`src/common/game_pkg.sv`:
```
package game_pkg;

    typedef logic [9:0]  coord_t;
    typedef logic [10:0] tile_addr_t;
    typedef logic [11:0] score_t;
    typedef logic [2:0]  lives_t;

    typedef enum logic [3:0]
    {
        tile_empty  = 4'd0,
        tile_wall   = 4'd1,
        tile_pellet = 4'd2,
        tile_chase  = 4'd5,
        tile_freeze = 4'd7,
        tile_big    = 4'd11
    } tile_t;

    typedef enum logic [1:0]
    {
        dir_left  = 2'd0,
        dir_right = 2'd1,
        dir_down  = 2'd2,
        dir_up    = 2'd3
    } dir_t;

    // Keyboard usage codes
    localparam logic [7:0] key_a     = 8'h04;
    localparam logic [7:0] key_d     = 8'h07;
    localparam logic [7:0] key_s     = 8'h16;
    localparam logic [7:0] key_w     = 8'h1A;
    localparam logic [7:0] key_up    = 8'h52;
    localparam logic [7:0] key_down  = 8'h51;
    localparam logic [7:0] key_left  = 8'h50;
    localparam logic [7:0] key_right = 8'h4F;

    localparam int map_cols   = 40;
    localparam int map_tiles  = 1200;
    localparam int tile_shift = 4;   // 16 pixel tiles

    localparam coord_t probe_ahead  = 10'd9;
    localparam coord_t probe_side   = 10'd5;
    localparam coord_t contact_dist = 10'd12;
    localparam score_t score_pellet = 12'd5;
    localparam score_t score_big    = 12'd50;
    localparam lives_t lives_start  = 3'd3;

    function automatic tile_addr_t tile_addr(input coord_t x, input coord_t y);
        tile_addr_t col;
        tile_addr_t row;
        col = tile_addr_t'(x >> tile_shift);
        row = tile_addr_t'(y >> tile_shift);
        return col + row * tile_addr_t'(map_cols);
    endfunction

endpackage

```
`src/common/tile_probe_if.sv`:
```
interface tile_probe_if;
    game_pkg::tile_addr_t addr_a;
    game_pkg::tile_addr_t addr_b;
    game_pkg::tile_t      tile_a;
    game_pkg::tile_t      tile_b;

    modport mover (output addr_a, addr_b, input tile_a, tile_b);
    modport map   (input addr_a, addr_b, output tile_a, tile_b);
endinterface


```
`src/pacman/pacman_mover.sv`:
```
module pacman_mover #(
    parameter game_pkg::coord_t PAC_HOME_X = 10'd264,
    parameter game_pkg::coord_t PAC_HOME_Y = 10'd264
)
(
    input  logic             Reset,
    input  logic             frame_clk,
    input  logic [7:0]       keycode_pacman,
    tile_probe_if.mover      probe,
    input  logic             respawn,
    input  logic             hold,
    output game_pkg::coord_t pac_x,
    output game_pkg::coord_t pac_y,
    output game_pkg::dir_t   pac_dir
);

    logic [7:0]       key_q;
    logic             key_valid;
    game_pkg::dir_t   key_dir;
    game_pkg::coord_t ax, ay;
    game_pkg::coord_t bx, by;
    logic             way_clear;

    always_comb
    begin
        key_valid = 1'b1;
        key_dir   = pac_dir;
        case (key_q)
            game_pkg::key_a: key_dir = game_pkg::dir_left;
            game_pkg::key_d: key_dir = game_pkg::dir_right;
            game_pkg::key_s: key_dir = game_pkg::dir_down;
            game_pkg::key_w: key_dir = game_pkg::dir_up;
            default:         key_valid = 1'b0;
        endcase
    end

    // Two points ahead, one each side of the centre line
    always_comb
    begin
        ax = pac_x;
        bx = pac_x;
        ay = pac_y;
        by = pac_y;
        case (key_dir)
            game_pkg::dir_left:
            begin
                ax = pac_x - game_pkg::probe_ahead;
                bx = ax;
                ay = pac_y - game_pkg::probe_side;
                by = pac_y + game_pkg::probe_side;
            end
            game_pkg::dir_right:
            begin
                ax = pac_x + game_pkg::probe_ahead;
                bx = ax;
                ay = pac_y - game_pkg::probe_side;
                by = pac_y + game_pkg::probe_side;
            end
            game_pkg::dir_down:
            begin
                ax = pac_x + game_pkg::probe_side;
                bx = pac_x - game_pkg::probe_side;
                ay = pac_y + game_pkg::probe_ahead;
                by = ay;
            end
            game_pkg::dir_up:
            begin
                ax = pac_x + game_pkg::probe_side;
                bx = pac_x - game_pkg::probe_side;
                ay = pac_y - game_pkg::probe_ahead;
                by = ay;
            end
        endcase
    end

    assign probe.addr_a = game_pkg::tile_addr(ax, ay);
    assign probe.addr_b = game_pkg::tile_addr(bx, by);
    assign way_clear    = (probe.tile_a != game_pkg::tile_wall) &&
                          (probe.tile_b != game_pkg::tile_wall);

    always_ff @(posedge Reset or posedge frame_clk)
    begin
        if (frame_clk)
        begin
            key_q   <= 8'h00;
            pac_x   <= PAC_HOME_X;
            pac_y   <= PAC_HOME_Y;
            pac_dir <= game_pkg::dir_left;
        end
        else
        begin
            key_q <= keycode_pacman;
            if (respawn)
            begin
                pac_x <= PAC_HOME_X;
                pac_y <= PAC_HOME_Y;
            end
            else if (!hold && key_valid)
            begin
                pac_dir <= key_dir;
                if (way_clear)
                begin
                    case (key_dir)
                        game_pkg::dir_left:  pac_x <= pac_x - 10'd1;
                        game_pkg::dir_right: pac_x <= pac_x + 10'd1;
                        game_pkg::dir_down:  pac_y <= pac_y + 10'd1;
                        game_pkg::dir_up:    pac_y <= pac_y - 10'd1;
                    endcase
                end
            end
        end
    end

endmodule

```
`src/flat_wrapper.sv`:
```
// flat-port wrapper written by rule: the top's interface ports become plain ports
module pacman_mover_flat 
#(
    parameter game_pkg::coord_t PAC_HOME_X = 10'd264,
    parameter game_pkg::coord_t PAC_HOME_Y = 10'd264
)
  (Reset, frame_clk, keycode_pacman, respawn, hold, pac_x, pac_y, pac_dir, probe_addr_a, probe_addr_b, probe_tile_a, probe_tile_b);
  tile_probe_if probe_i ();
  input  logic Reset;
  input  logic frame_clk;
  input  logic [7:0] keycode_pacman;
  input  logic respawn;
  input  logic hold;
  output game_pkg::coord_t pac_x;
  output game_pkg::coord_t pac_y;
  output game_pkg::dir_t pac_dir;
  output wire logic [$bits(probe_i.addr_a)-1:0] probe_addr_a;
  output wire logic [$bits(probe_i.addr_b)-1:0] probe_addr_b;
  input wire logic [$bits(probe_i.tile_a)-1:0] probe_tile_a;
  input wire logic [$bits(probe_i.tile_b)-1:0] probe_tile_b;
  assign probe_addr_a = probe_i.addr_a;
  assign probe_addr_b = probe_i.addr_b;
  assign probe_i.tile_a = probe_tile_a;
  assign probe_i.tile_b = probe_tile_b;
  pacman_mover #(.PAC_HOME_X(PAC_HOME_X), .PAC_HOME_Y(PAC_HOME_Y)) u_core (.Reset(Reset), .frame_clk(frame_clk), .keycode_pacman(keycode_pacman), .probe(probe_i), .respawn(respawn), .hold(hold), .pac_x(pac_x), .pac_y(pac_y), .pac_dir(pac_dir));
endmodule
```
`config.mk`:
```
export PLATFORM = sky130hd
export DESIGN_NAME = pacman_mover_flat
export DESIGN_NICKNAME = d
export VERILOG_FILES = /design/src/common/game_pkg.sv /design/src/common/tile_probe_if.sv /design/src/pacman/pacman_mover.sv /design/src/flat_wrapper.sv
export SDC_FILE = /design/constraint.sdc
export NUM_CORES = 1
export LEC_CHECK = 0
export ABC_AREA = 0
export BUFFER_PORTS_ARGS = -buffer_cell sky130_fd_sc_hd__buf_2
export CELL_PAD_IN_SITES_DETAIL_PLACEMENT = 0
export CELL_PAD_IN_SITES_GLOBAL_PLACEMENT = 1
export CORE_MARGIN = 1
export CORE_UTILIZATION = 43
export CTS_BUF_LIST = sky130_fd_sc_hd__clkbuf_16
export DETAILED_ROUTE_END_ITERATION = 16
export GPL_ROUTABILITY_DRIVEN = 0
export PLACE_DENSITY_LB_ADDON = 0.1
export SKIP_CTS_REPAIR_TIMING = 1
export SLEW_MARGIN = 20
export SYNTH_ARGS = -nofsm -noshare
export SYNTH_HDL_FRONTEND = slang
export SYNTH_SLANG_ARGS = --single-unit
export TNS_END_PERCENT = 20
```
`constraint.sdc`:
```
create_clock -name Reset -period 5 [get_ports Reset]
set_input_delay 0 -clock Reset [delete_from_list [all_inputs] [get_ports Reset]]
set_output_delay 0 -clock Reset [all_outputs]
set_load 0.05 [all_outputs]
```
# Yosys cells after proc, flatten, opt, wreduce, memory -nomap -nowiden
# Cells that the tools add are included.
# word_totals
output_inout_bits	44
wordCells	58
ff_bits	30
in_bits	20
# classes
addsub	14
eq_ne	9
n_mux	14
bitwise_logic	1
mul	2
reduce_logical	14
# op_table
operator	count
10-bit case mux with 3 select lines	4
10-bit two-way mux	6
10-bit case mux with 2 select lines	2
6-bit by 11-bit adder with 11-bit output	2
10-bit by 1-bit adder with 10-bit output, second input constant	2
10-bit by 3-bit adder with 10-bit output, second input constant	2
10-bit by 4-bit adder with 10-bit output, second input constant	2
10-bit by 1-bit subtractor with 10-bit output, second input constant	2
10-bit by 3-bit subtractor with 10-bit output, second input constant	2
10-bit by 4-bit subtractor with 10-bit output, second input constant	2
8-bit by 3-bit equality test with 1-bit output, second input constant	2
8-bit by 5-bit equality test with 1-bit output, second input constant	2
6-bit by 3-bit multiplier with 8-bit output, second input constant	2
4-bit by 1-bit != test with 1-bit output, second input constant	2
2-bit case mux with 4 select lines	1
3-bit AND reduction	2
3-bit nonzero test	2
2-bit equality test, second input constant	2
2-bit nonzero test	2
2-bit OR reduction	2
4-bit OR reduction	1
2-bit by 1-bit equality test with 1-bit output, second input constant	1
1-bit logical AND	2
2-bit zero test	1
4 further kinds	4

# Longest topological paths before layout
# Gate-level depths: netlist of the first run.
# logic_depth
word_depth	7
mapped_depth	17
ltp_nobuf	16

# Worst setup path after synthesis of the first run
# No wires, ideal clock.
# synth_timing
kind	register to output
start	reg u_core.key_q[5]
end	out probe_addr_a[10]
path_stages_with_launch	18
arrival_ns	4.842
required_ns	5.000
path_buffers	2
path_slack_ns	0.158
path_cell_list	dfrtp_1 -> or3_1 -> buf_6 -> o41ai_1 -> o311a_1 -> clkbuf_1 -> nand2_1 -> a21boi_0 -> xnor2_1 -> ha_1 -> ha_1 -> inv_1 -> fa_1 -> nor3b_1 -> nand2_1 -> nor2_1 -> xor2_1 -> xnor2_1
# synth_via
elab_chain_cells	7
elab_cells_between_ends	15
classes_between	1 x add/sub; 1 x mul; 7 x eq/ne; 3 x mux; 3 x reduce/logical
# synth_rtl
element	line	text
from (decl)	pacman_mover.sv:17	logic [7:0] key_q;
from (signal assigned)	pacman_mover.sv:92	key_q <= keycode_pacman;
8-bit by 5-bit equality test with 1-bit output or 8-bit by 3-bit equality test with 1-bit output (tied branches)	pacman_mover.sv:28	case (key_q)
2-bit case mux with 4 select lines *	pacman_mover.sv:28	
2-bit by 1-bit equality test with 1-bit output or 2-bit zero test (tied branches)	pacman_mover.sv:44	case (key_dir)
2-bit OR reduction (no source line)	--	
10-bit case mux with 3 select lines	pacman_mover.sv:44	
6-bit by 3-bit multiplier with 8-bit output	game_pkg.sv:52	return col + row * tile_addr_t'(map_cols);
6-bit by 11-bit adder with 11-bit output *	game_pkg.sv:52	
to (decl)	flat_wrapper.sv:17	output wire logic [$bits(probe_i.addr_a)-1:0] probe_addr_a;
# Mark *: on every way between the ends. The rest lies on a longest branch, timed or not.

# Worst setup path in the final report of the first run
# Ends and elaborated chain as after synthesis.

==> results by group, run 1 <==
Place
  – Post-placement setup slack: 321 ps
  – Placed Instance Area: 3970 um^2
  – Half-perimeter wire length after placement: 6.99 mm
  – Number of buffers added on ports: 63
  – Placed insts: 579

Power
  – Pint: 720 uW
  – Reg power frac: 18.1%
  – Combinational power share: 61.5%
  – Switching power: 742 uW
  – Power Density: 343 nW/um^2
  – IR drop worst, VDD: 0.000262 V
  – Sw frac: 50.7%
  – Clock network fraction of total power: 20.4%
  – Pwr Total: 1.46 mW
  – Static Leakage: 2.05 nW

Flow run
  – Maximum capacitance violations: 0

STA
  – Slew headroom: 35.5%
  – Clk_skew: 5.49 ps
  – Final hold viol count: 0
  – Final WS setup: 346 ps
  – RSZ-0062 raised after global routing: no
  – Final setup viols: 0
  – Least-Margin Pin Slew: 966 ps
  – Fin crit share: 93.1%
  – Min Tclk post-route: 4650 ps
  – Slew Limit Fails: 0
  – Setup TNS Final: 0 ps
  – Final hold slack: 42.4 ps
  – Max Fclk: 215 MHz

Synth
  – Syn nets: 488
  – Simple-gate share of the synthesized area: 19.0%
  – Yosys cell types: 61
  – Synth Area in Compound Gates: 22.7%
  – XOR/XNOR Fraction of Synth Area: 14.5%
  – Top_reg_cell synth: dfrtp_1
  – Mux contribution to synthesized area: 1.48%
  – Syn Std Cell Area: 3550 um^2
  – Number of synthesized flops with an enable pin: 0
  – Yosys reg bits: 30
  – Largest family of logic cells by synthesized area: compound AO/OA/AOI/OAI gates
  – Syn avg cell area: 8.37 um^2
  – Adder-Cell Fraction of Synth Area: 16.8%
  – Seq/Total Area, Yosys: 21.3%
  – Synth Warn #: 0
  – Cells after synthesis: 424
  – Async S/R FF share, synth: 100%

Run status
  – Status: complete, no violations

Route
  – Final wirelength: 8.93 mm
  – Via density: 5.47
  – Vias: 3276
  – Iter 0 DRT Violations: 160
  – Drt drc: 0
  – TritonRoute pass-1 iters: 5
  – Final ANT Viol Nets: 0
  – Post-DR wirelength/cell: 14.9 um

Worst hold path
  – HP Class: in -> reg

Clocking
  – CTS buffer count: 5
  – CTS sink cnt: 30
  – Clock Tree Buf Depth: 2
  – H-tree depth: 2
  – Worst skew pair latency: 280 ps
  – CTS tree: done
  – CTS clk-pin slew, worst paths: 50 ps
  – CTS root buf: clkbuf_16

Die
  – Die width: 92.9 um
  – Num ports: 64
  – Core Area: 7850 um^2
  – Starting Density: 45.2%
  – Site row count: 32
  – Die Y: 92.9 um
  – Die area: 8630 um^2

Global routing
  – GRT Residual Overflow: 0
  – Total Routing Usage GR: 22.0%
  – Largest net degree at the start of global routing: 31
  – Initial antenna violation count: 0
  – First-pass GRT wire length: 15.1 mm
  – Number of global-route vias before repair: 3187

Layout
  – Fillers: 773
  – Final Cell Area: 4260 um^2
  – Core Util, Final: 54.3%
  – Commonest non-fill, non-tap cells in the layout: buf_2 (63), a21oi_1 (38), ha_1 (38)
  – Commonest non-fill, non-tap cell in the layout: buf_2
  – Proportion of layout cells with a drive suffix above 1: 20.5%
  – N_diodes: 0
  – Nets: 560
  – Layout area overhead: 20.0%
  – Layout Cells excl Fill: 599

Setup path
  – CP Capture Type: primary output
  – Crit path DAT: 4650 ps
  – Worst Path Required: 5000 ps
  – Startpoint types: register
  – WS Path Type: reg -> out
  – Critical-path maximum fanout: 8
-- registers in the layout (all words and copies together) (netlist names) --
signal,flops
u_core.pac_x,10
u_core.pac_y,10
u_core.key_q,8
u_core.pac_dir,2
-- worst max-delay path, stage by stage, from the launching register on --
cell and delay, ps:
dfrtp_1 370, or3_1 540, o41ai_2 450, o311a_1 260, nand2_1 70, a21boi_0 160, xnor2_1 350, ha_1 310
ha_1 210, inv_1 70, fa_1 450, nor3b_1 330, nand2_1 90, nor2_1 120, xor2_1 190, xnor2_1 130
buf_2 270
-- final timing paths --
check	start	end	slack, ps	cells past startpoint
max	u_core.key_q[5]	probe_addr_a[10]	350	16
min	hold	u_core.pac_dir[1]	40	4
max reg2reg	u_core.key_q[1]	u_core.pac_y[9]	690	13
min reg2reg	u_core.pac_x[0]	u_core.pac_x[0]	620	1
max in group asynchronous	frame_clk	u_core.pac_x[8]	4330	4
min in group asynchronous	frame_clk	u_core.pac_x[4]	340	4
-- synth_stat cells, drive strengths merged (4+ instances only) --
master | n | area share (%)
a21o | 13 | 2.7
nand2 | 27 | 2.9
nor2b | 4 | 0.70
or3 | 6 | 1.1
nor4b | 6 | 1.8
nand4 | 4 | 0.70
dfrtp | 26 | 18
nand3b | 4 | 0.95
xnor2 | 35 | 8.6
o21a | 4 | 0.85
ha | 38 | 13
dfstp | 4 | 3.0
o21ai | 25 | 3.5
nand3 | 9 | 1.3
xor2 | 23 | 5.9
nor3 | 18 | 2.5
a21oi | 38 | 5.4
fa | 6 | 3.4
o31ai | 4 | 0.99
a21boi | 4 | 0.85
clkbuf | 14 | 1.5
a31oi | 5 | 0.88
nor2 | 31 | 3.3
a22o | 6 | 1.5
nand2b | 4 | 0.70
inv | 21 | 2.2
-- power groups by stage --
stage	Sequential [mW]	Combinational, mW	Clock (mW)
after floorplan	0.274	0.701	0
after global placement	0.267	0.877	0
after detailed placement	0.268	0.885	0
after CTS	0.264	0.890	0.303
after global routing	0.266	0.982	0.312
final	0.265	0.899	0.298
-- layout make-up --
class / count / area, um^2 / area share (%)
flip-flops and latches: 30 / 757 / 17.8
clock buffers: 5 / 125 / 2.94
well taps: 102 / 128 / 2.99
clock inverters: 3 / 16.3 / 0.382
multi-input cells: 356 / 2680 / 62.8
inverters: 21 / 78.8 / 1.85
repair buffers: 82 / 480 / 11.3
-- per-layer routing --
metal	GRT usage, %	wire (um)
met4	5.13	67
met2	35.4	3930
met5	0	0
met3	3.78	378
met1	30.7	4560
-- cell families (layout without fill, tap and decap cells) --
family | count (synthesis) | count (layout)
simple gates | 128 | 128
compound gates | 121 | 121
xor+xnor | 58 | 58
fa+ha+maj | 44 | 44
buf+inv | 38 | 111
flops | 30 | 30
mux | 5 | 5
Power figures use the tool's default switching activity.
==> run 2: changes to the inputs <==
--- a/config.mk
+++ b/config.mk
@@ -14,6 +14,7 @@
 export CTS_BUF_LIST = sky130_fd_sc_hd__clkbuf_16
 export DETAILED_ROUTE_END_ITERATION = 16
 export GPL_ROUTABILITY_DRIVEN = 0
+export MAX_ROUTING_LAYER = met4
 export PLACE_DENSITY_LB_ADDON = 0.1
 export SKIP_CTS_REPAIR_TIMING = 1
 export SLEW_MARGIN = 20
==> results by group, run 2 (synthesis gave the netlist of run 1 again) <==
Route
  – Iter 0 DRT Violations: 137
  – Drt drc: 0
  – TritonRoute pass-1 iters: 4
  – Post-DR wirelength/cell: 15.0 um
  – Via density: 5.45
  – Vias: 3266
  – Final wirelength: 8.97 mm
  – Final ANT Viol Nets: 0

Setup path
  – Max incr delay on CP: 540 ps
  – Largest delay share family, worst path: simple AND/OR/NAND/NOR gates
  – CP Capture Type: primary output
  – CP max-delay cell: or3_1
  – Crit path DAT: 4660 ps
  – Reg-to-reg startpoint: u_core.key_q[1]
  – Critical-path maximum fanout: 8
  – Crit path buf inv count: 2
  – Worst Path Required: 5000 ps
  – WS Path Type: reg -> out
  – CP Launch Point: u_core.key_q[5]
  – CP cell instances: or3_1 > o41ai_2 > o311a_1 > nand2_1 > a21boi_0 > xnor2_1 > ha_1 > ha_1 > inv_1 > fa_1 > nor3b_1 > nand2_1 > nor2_1 > xor2_1 > xnor2_1 > buf_2
  – Startpoint types: register

Worst hold path
  – Min-delay src: hold
  – HP Class: in -> reg

Clocking
  – H-tree depth: 2
  – CTS tree: done
  – CTS root buf: clkbuf_16
  – CTS sink cnt: 30
  – Clock Tree Buf Depth: 2
  – CTS clk-pin slew, worst paths: 50 ps
  – Worst skew pair latency: 280 ps
  – CTS buffer count: 5

Global routing
  – GRT Residual Overflow: 0
  – Largest net degree at the start of global routing: 31
  – Number of global-route vias before repair: 3179
  – Initial antenna violation count: 0
  – Total Routing Usage GR: 22.6%
  – First-pass GRT wire length: 15.1 mm

STA
  – Max Fclk: 214 MHz
  – RSZ-0062 raised after global routing: no
  – Slew Limit Fails: 0
  – Clk_skew: 6.05 ps
  – Min Tclk post-route: 4660 ps
  – Fin crit share: 93.2%
  – Slew headroom: 34.8%
  – Least-Margin Pin Slew: 975 ps
  – Final hold viol count: 0
  – Final setup viols: 0
  – Setup TNS Final: 0 ps

Layout
  – Top Registers: u_core.pac_x x10, u_core.pac_y x10, u_core.key_q x8
  – Commonest non-fill, non-tap cells in the layout: buf_2 (63), a21oi_1 (38), ha_1 (38)
  – Final Cell Area: 4260 um^2
  – Layout area overhead: 20.0%
  – N_diodes: 0
  – Fillers: 773
  – Proportion of layout cells with a drive suffix above 1: 20.5%
  – Commonest non-fill, non-tap cell in the layout: buf_2
  – Nets: 560
  – Core Util, Final: 54.3%

Place
  – Half-perimeter wire length after placement: 6.99 mm
  – Number of buffers added on ports: 63
  – Placed Instance Area: 3970 um^2

Die
  – Die width: 92.9 um
  – Die area: 8630 um^2
  – Core Area: 7850 um^2
  – Die Y: 92.9 um
  – Num ports: 64
  – Starting Density: 45.2%
  – Site row count: 32

Run status
  – Status: complete, no violations

Power
  – IR drop worst, VDD: 0.000261 V
  – Static Leakage: 2.05 nW
  – Power Density: 343 nW/um^2

Flow run
  – Maximum capacitance violations: 0
-- run 2: path summary, 6_finish.rpt --
check                                     to  depth (start not counted)  slack, ps
hold / removal             u_core.pac_dir[1]                          4         40
hold reg to reg              u_core.pac_x[0]                          1        620
setup reg to reg             u_core.pac_y[9]                         13        690
max in group asynchronous    u_core.pac_x[8]                          4       4330
min in group asynchronous    u_core.pac_x[4]                          4        330
setup / recovery            probe_addr_a[10]                         16        340
-- run 2: layout make-up --
class	instances	area (um^2)	area share, %
sequential	30	757	17.8
inverter	21	78.8	1.85
multi-input combinational	356	2680	62.8
timing repair buffer	82	480	11.3
tap	102	128	2.99
clock buffer	5	125	2.94
clock inverter	3	16.3	0.382
-- run 2: through the flow --
step / hold WS [ps] / setup slack, ps / cells / total power [mW]
after detailed placement: 104 / 321 / 579 / 1.15
final: 40.1 / 338 / 599 / 1.46
after CTS: -196 / 10.7 / 587 / 1.46
after floorplan: 31.4 / 158 / 424 / 0.976
after global placement: 97.1 / 488 / 579 / 1.14
after global routing: 83.0 / 12.6 / 599 / 1.56
-- run 2: metal layers --
metal / share of wire (%) / routed length (um) / up-vias / GRT usage (%)
met4: 0.87 / 78 / 0 / 5.51
met2: 44 / 3920 / 72 / 35.3
met3: 3.9 / 349 / 7 / 3.12
met1: 51 / 4620 / 1511 / 30.9
li1: - / - / 1676 / -
met5: 0 / 0 / - / -
-- run 2: power breakdown --
part	switching [mW]	leakage, nW	internal [mW]	total [mW]
Clock	0.116	0.0672	0.182	0.298
Sequential	0.0149	0.381	0.250	0.265
Combinational	0.610	1.60	0.288	0.898
Total	0.741	2.05	0.720	1.46
-- run 2: worst min-delay path, cell delays in order --
cell and delay, ps:
buf_2 80, nor4b_1 70, nor2_1 90, a21oi_1 40
==> run 3: changes to the inputs <==
==> constraint.sdc (replaced) <==
create_clock -name Reset -period 4.5 [get_ports Reset]
set_input_delay 0 -clock Reset [delete_from_list [all_inputs] [get_ports Reset]]
set_output_delay 0 -clock Reset [all_outputs]
set_load 0.05 [all_outputs]
==> results by group, run 3 (synthesis gave the netlist of run 1 again) <==
Run status
  – Status: complete, no violations

Die
  – Die Y: 92.9 um
  – Die width: 92.9 um
  – Starting Density: 45.2%
  – Core Area: 7850 um^2
  – Die area: 8630 um^2
  – Num ports: 64
  – Site row count: 32

Worst hold path
  – HP Class: in -> reg

Route
  – Post-DR wirelength/cell: 15.0 um
  – Final wirelength: 9.27 mm
  – Iter 0 DRT Violations: 161
  – Via density: 5.56
  – Vias: 3428
  – Final ANT Viol Nets: 0
  – TritonRoute pass-1 iters: 5
  – Drt drc: 0

STA
  – Final setup viols: 0
  – Setup TNS Final: 0 ps
  – Least-Margin Pin Slew: 901 ps
  – Max Fclk: 230 MHz
  – Clk_skew: 6.73 ps
  – Slew Limit Fails: 0
  – Min Tclk post-route: 4360 ps
  – Slew headroom: 39.8%
  – Final hold viol count: 0
  – Fin crit share: 96.8%
  – Final hold slack: 79.4 ps
  – Final WS setup: 144 ps

Setup path
  – CP cell instances: or3_4 > o41ai_4 > buf_4 > nand3b_4 > o22a_1 > o22ai_1 > xor2_1 > ha_1 > ha_1 > inv_1 > fa_1 > nor3b_2 > nand2_1 > nor2_1 > xor2_1 > xnor2_2 > buf_6
  – Max incr delay on CP: 520 ps
  – CP Launch Point: u_core.key_q[5]
  – Largest delay share family, worst path: simple AND/OR/NAND/NOR gates
  – Worst Path Required: 4500 ps
  – Reg-to-reg endpoint: u_core.pac_y[9]
  – Crit path DAT: 4360 ps
  – Reg-to-reg startpoint: u_core.key_q[2]
  – Levels on crit path: 17
  – Worst R2R Path Depth: 13
  – WS Path Type: reg -> out
  – CP Capture Type: primary output
  – Startpoint types: register
  – CP max-delay cell: fa_1
  – Reg2reg setup slack: 580 ps
  – Critical Path End: probe_addr_a[10]
  – Crit path buf inv count: 3
  – Critical-path maximum fanout: 6

Layout
  – Nets: 578
  – Layout Cells excl Fill: 617
  – Proportion of layout cells with a drive suffix above 1: 25.4%
  – Top Registers: u_core.pac_x x10, u_core.pac_y x10, u_core.key_q x8
  – Fillers: 752
  – N_diodes: 0
  – Layout area overhead: 27.4%
  – Core Util, Final: 57.6%
  – Final Cell Area: 4520 um^2
  – Commonest non-fill, non-tap cell in the layout: buf_2
  – Commonest non-fill, non-tap cells in the layout: buf_2 (61), ha_1 (38), a21oi_1 (36)

Global routing
  – Number of global-route vias before repair: 3194
  – Total Routing Usage GR: 22.1%
  – GRT Residual Overflow: 0
  – Largest net degree at the start of global routing: 31
  – First-pass GRT wire length: 14.8 mm
  – Initial antenna violation count: 0

Clocking
  – CTS tree: done
  – CTS sink cnt: 30
  – Clock Tree Buf Depth: 2
  – CTS root buf: clkbuf_16
  – H-tree depth: 2
  – Worst skew pair latency: 280 ps
  – CTS buffer count: 5
  – CTS clk-pin slew, worst paths: 50 ps

Power
  – Power Density: 366 nW/um^2
  – Static Leakage: 2.21 nW
  – Pwr Total: 1.66 mW
  – IR drop worst, VDD: 0.000167 V

Place
  – Placed Instance Area: 4100 um^2
  – Post-placement setup slack: 89.1 ps
  – Half-perimeter wire length after placement: 7.11 mm
  – Placed insts: 594
  – Number of buffers added on ports: 63

Flow run
  – Maximum capacitance violations: 0
## run 3: worst min path at each step
stage | startpoint | endpoint | depth (start not counted)
4_1_cts | frame_clk | u_core.pac_x[2] | 3
6_report | hold | u_core.pac_dir[1] | 4
3_3_place_gp | frame_clk | u_core.pac_x[1] | 3
3_5_place_dp | frame_clk | u_core.pac_x[2] | 3
2_1_floorplan | keycode_pacman[0] | u_core.key_q[0] | 0
5_1_grt | hold | u_core.pac_dir[1] | 4
## run 3: power breakdown
| part | internal (mW) | switching [mW] | total, mW |
|---|---|---|---|
| Sequential | 0.278 | 0.0159 | 0.294 |
| Clock | 0.198 | 0.115 | 0.313 |
| Combinational | 0.353 | 0.695 | 1.05 |
| Total | 0.830 | 0.826 | 1.66 |
## run 3: area by class of cell
cell class	count	area, um^2	share of cell area [%]
timing repair buffer	100	624	13.8
multi-input combinational	356	2800	61.8
clock inverter	3	11.3	0.249
inverter	21	78.8	1.74
sequential	30	759	16.8
tap	102	128	2.82
clock buffer	5	125	2.77
## run 3: tightest hold or removal path: stages
cell     delay [ps]
buf_2            90
nor4b_1          80
nor2_1          100
a21oi_1          50
## run 3: metal layers
metal / global-route usage (%) / vias up / routed length [um]
li1: - / 1721 / -
met5: - / - / 0
met2: 34.0 / 93 / 4170
met3: 3.69 / 7 / 378
met4: 5.64 / 0 / 84
met1: 30.3 / 1607 / 4630
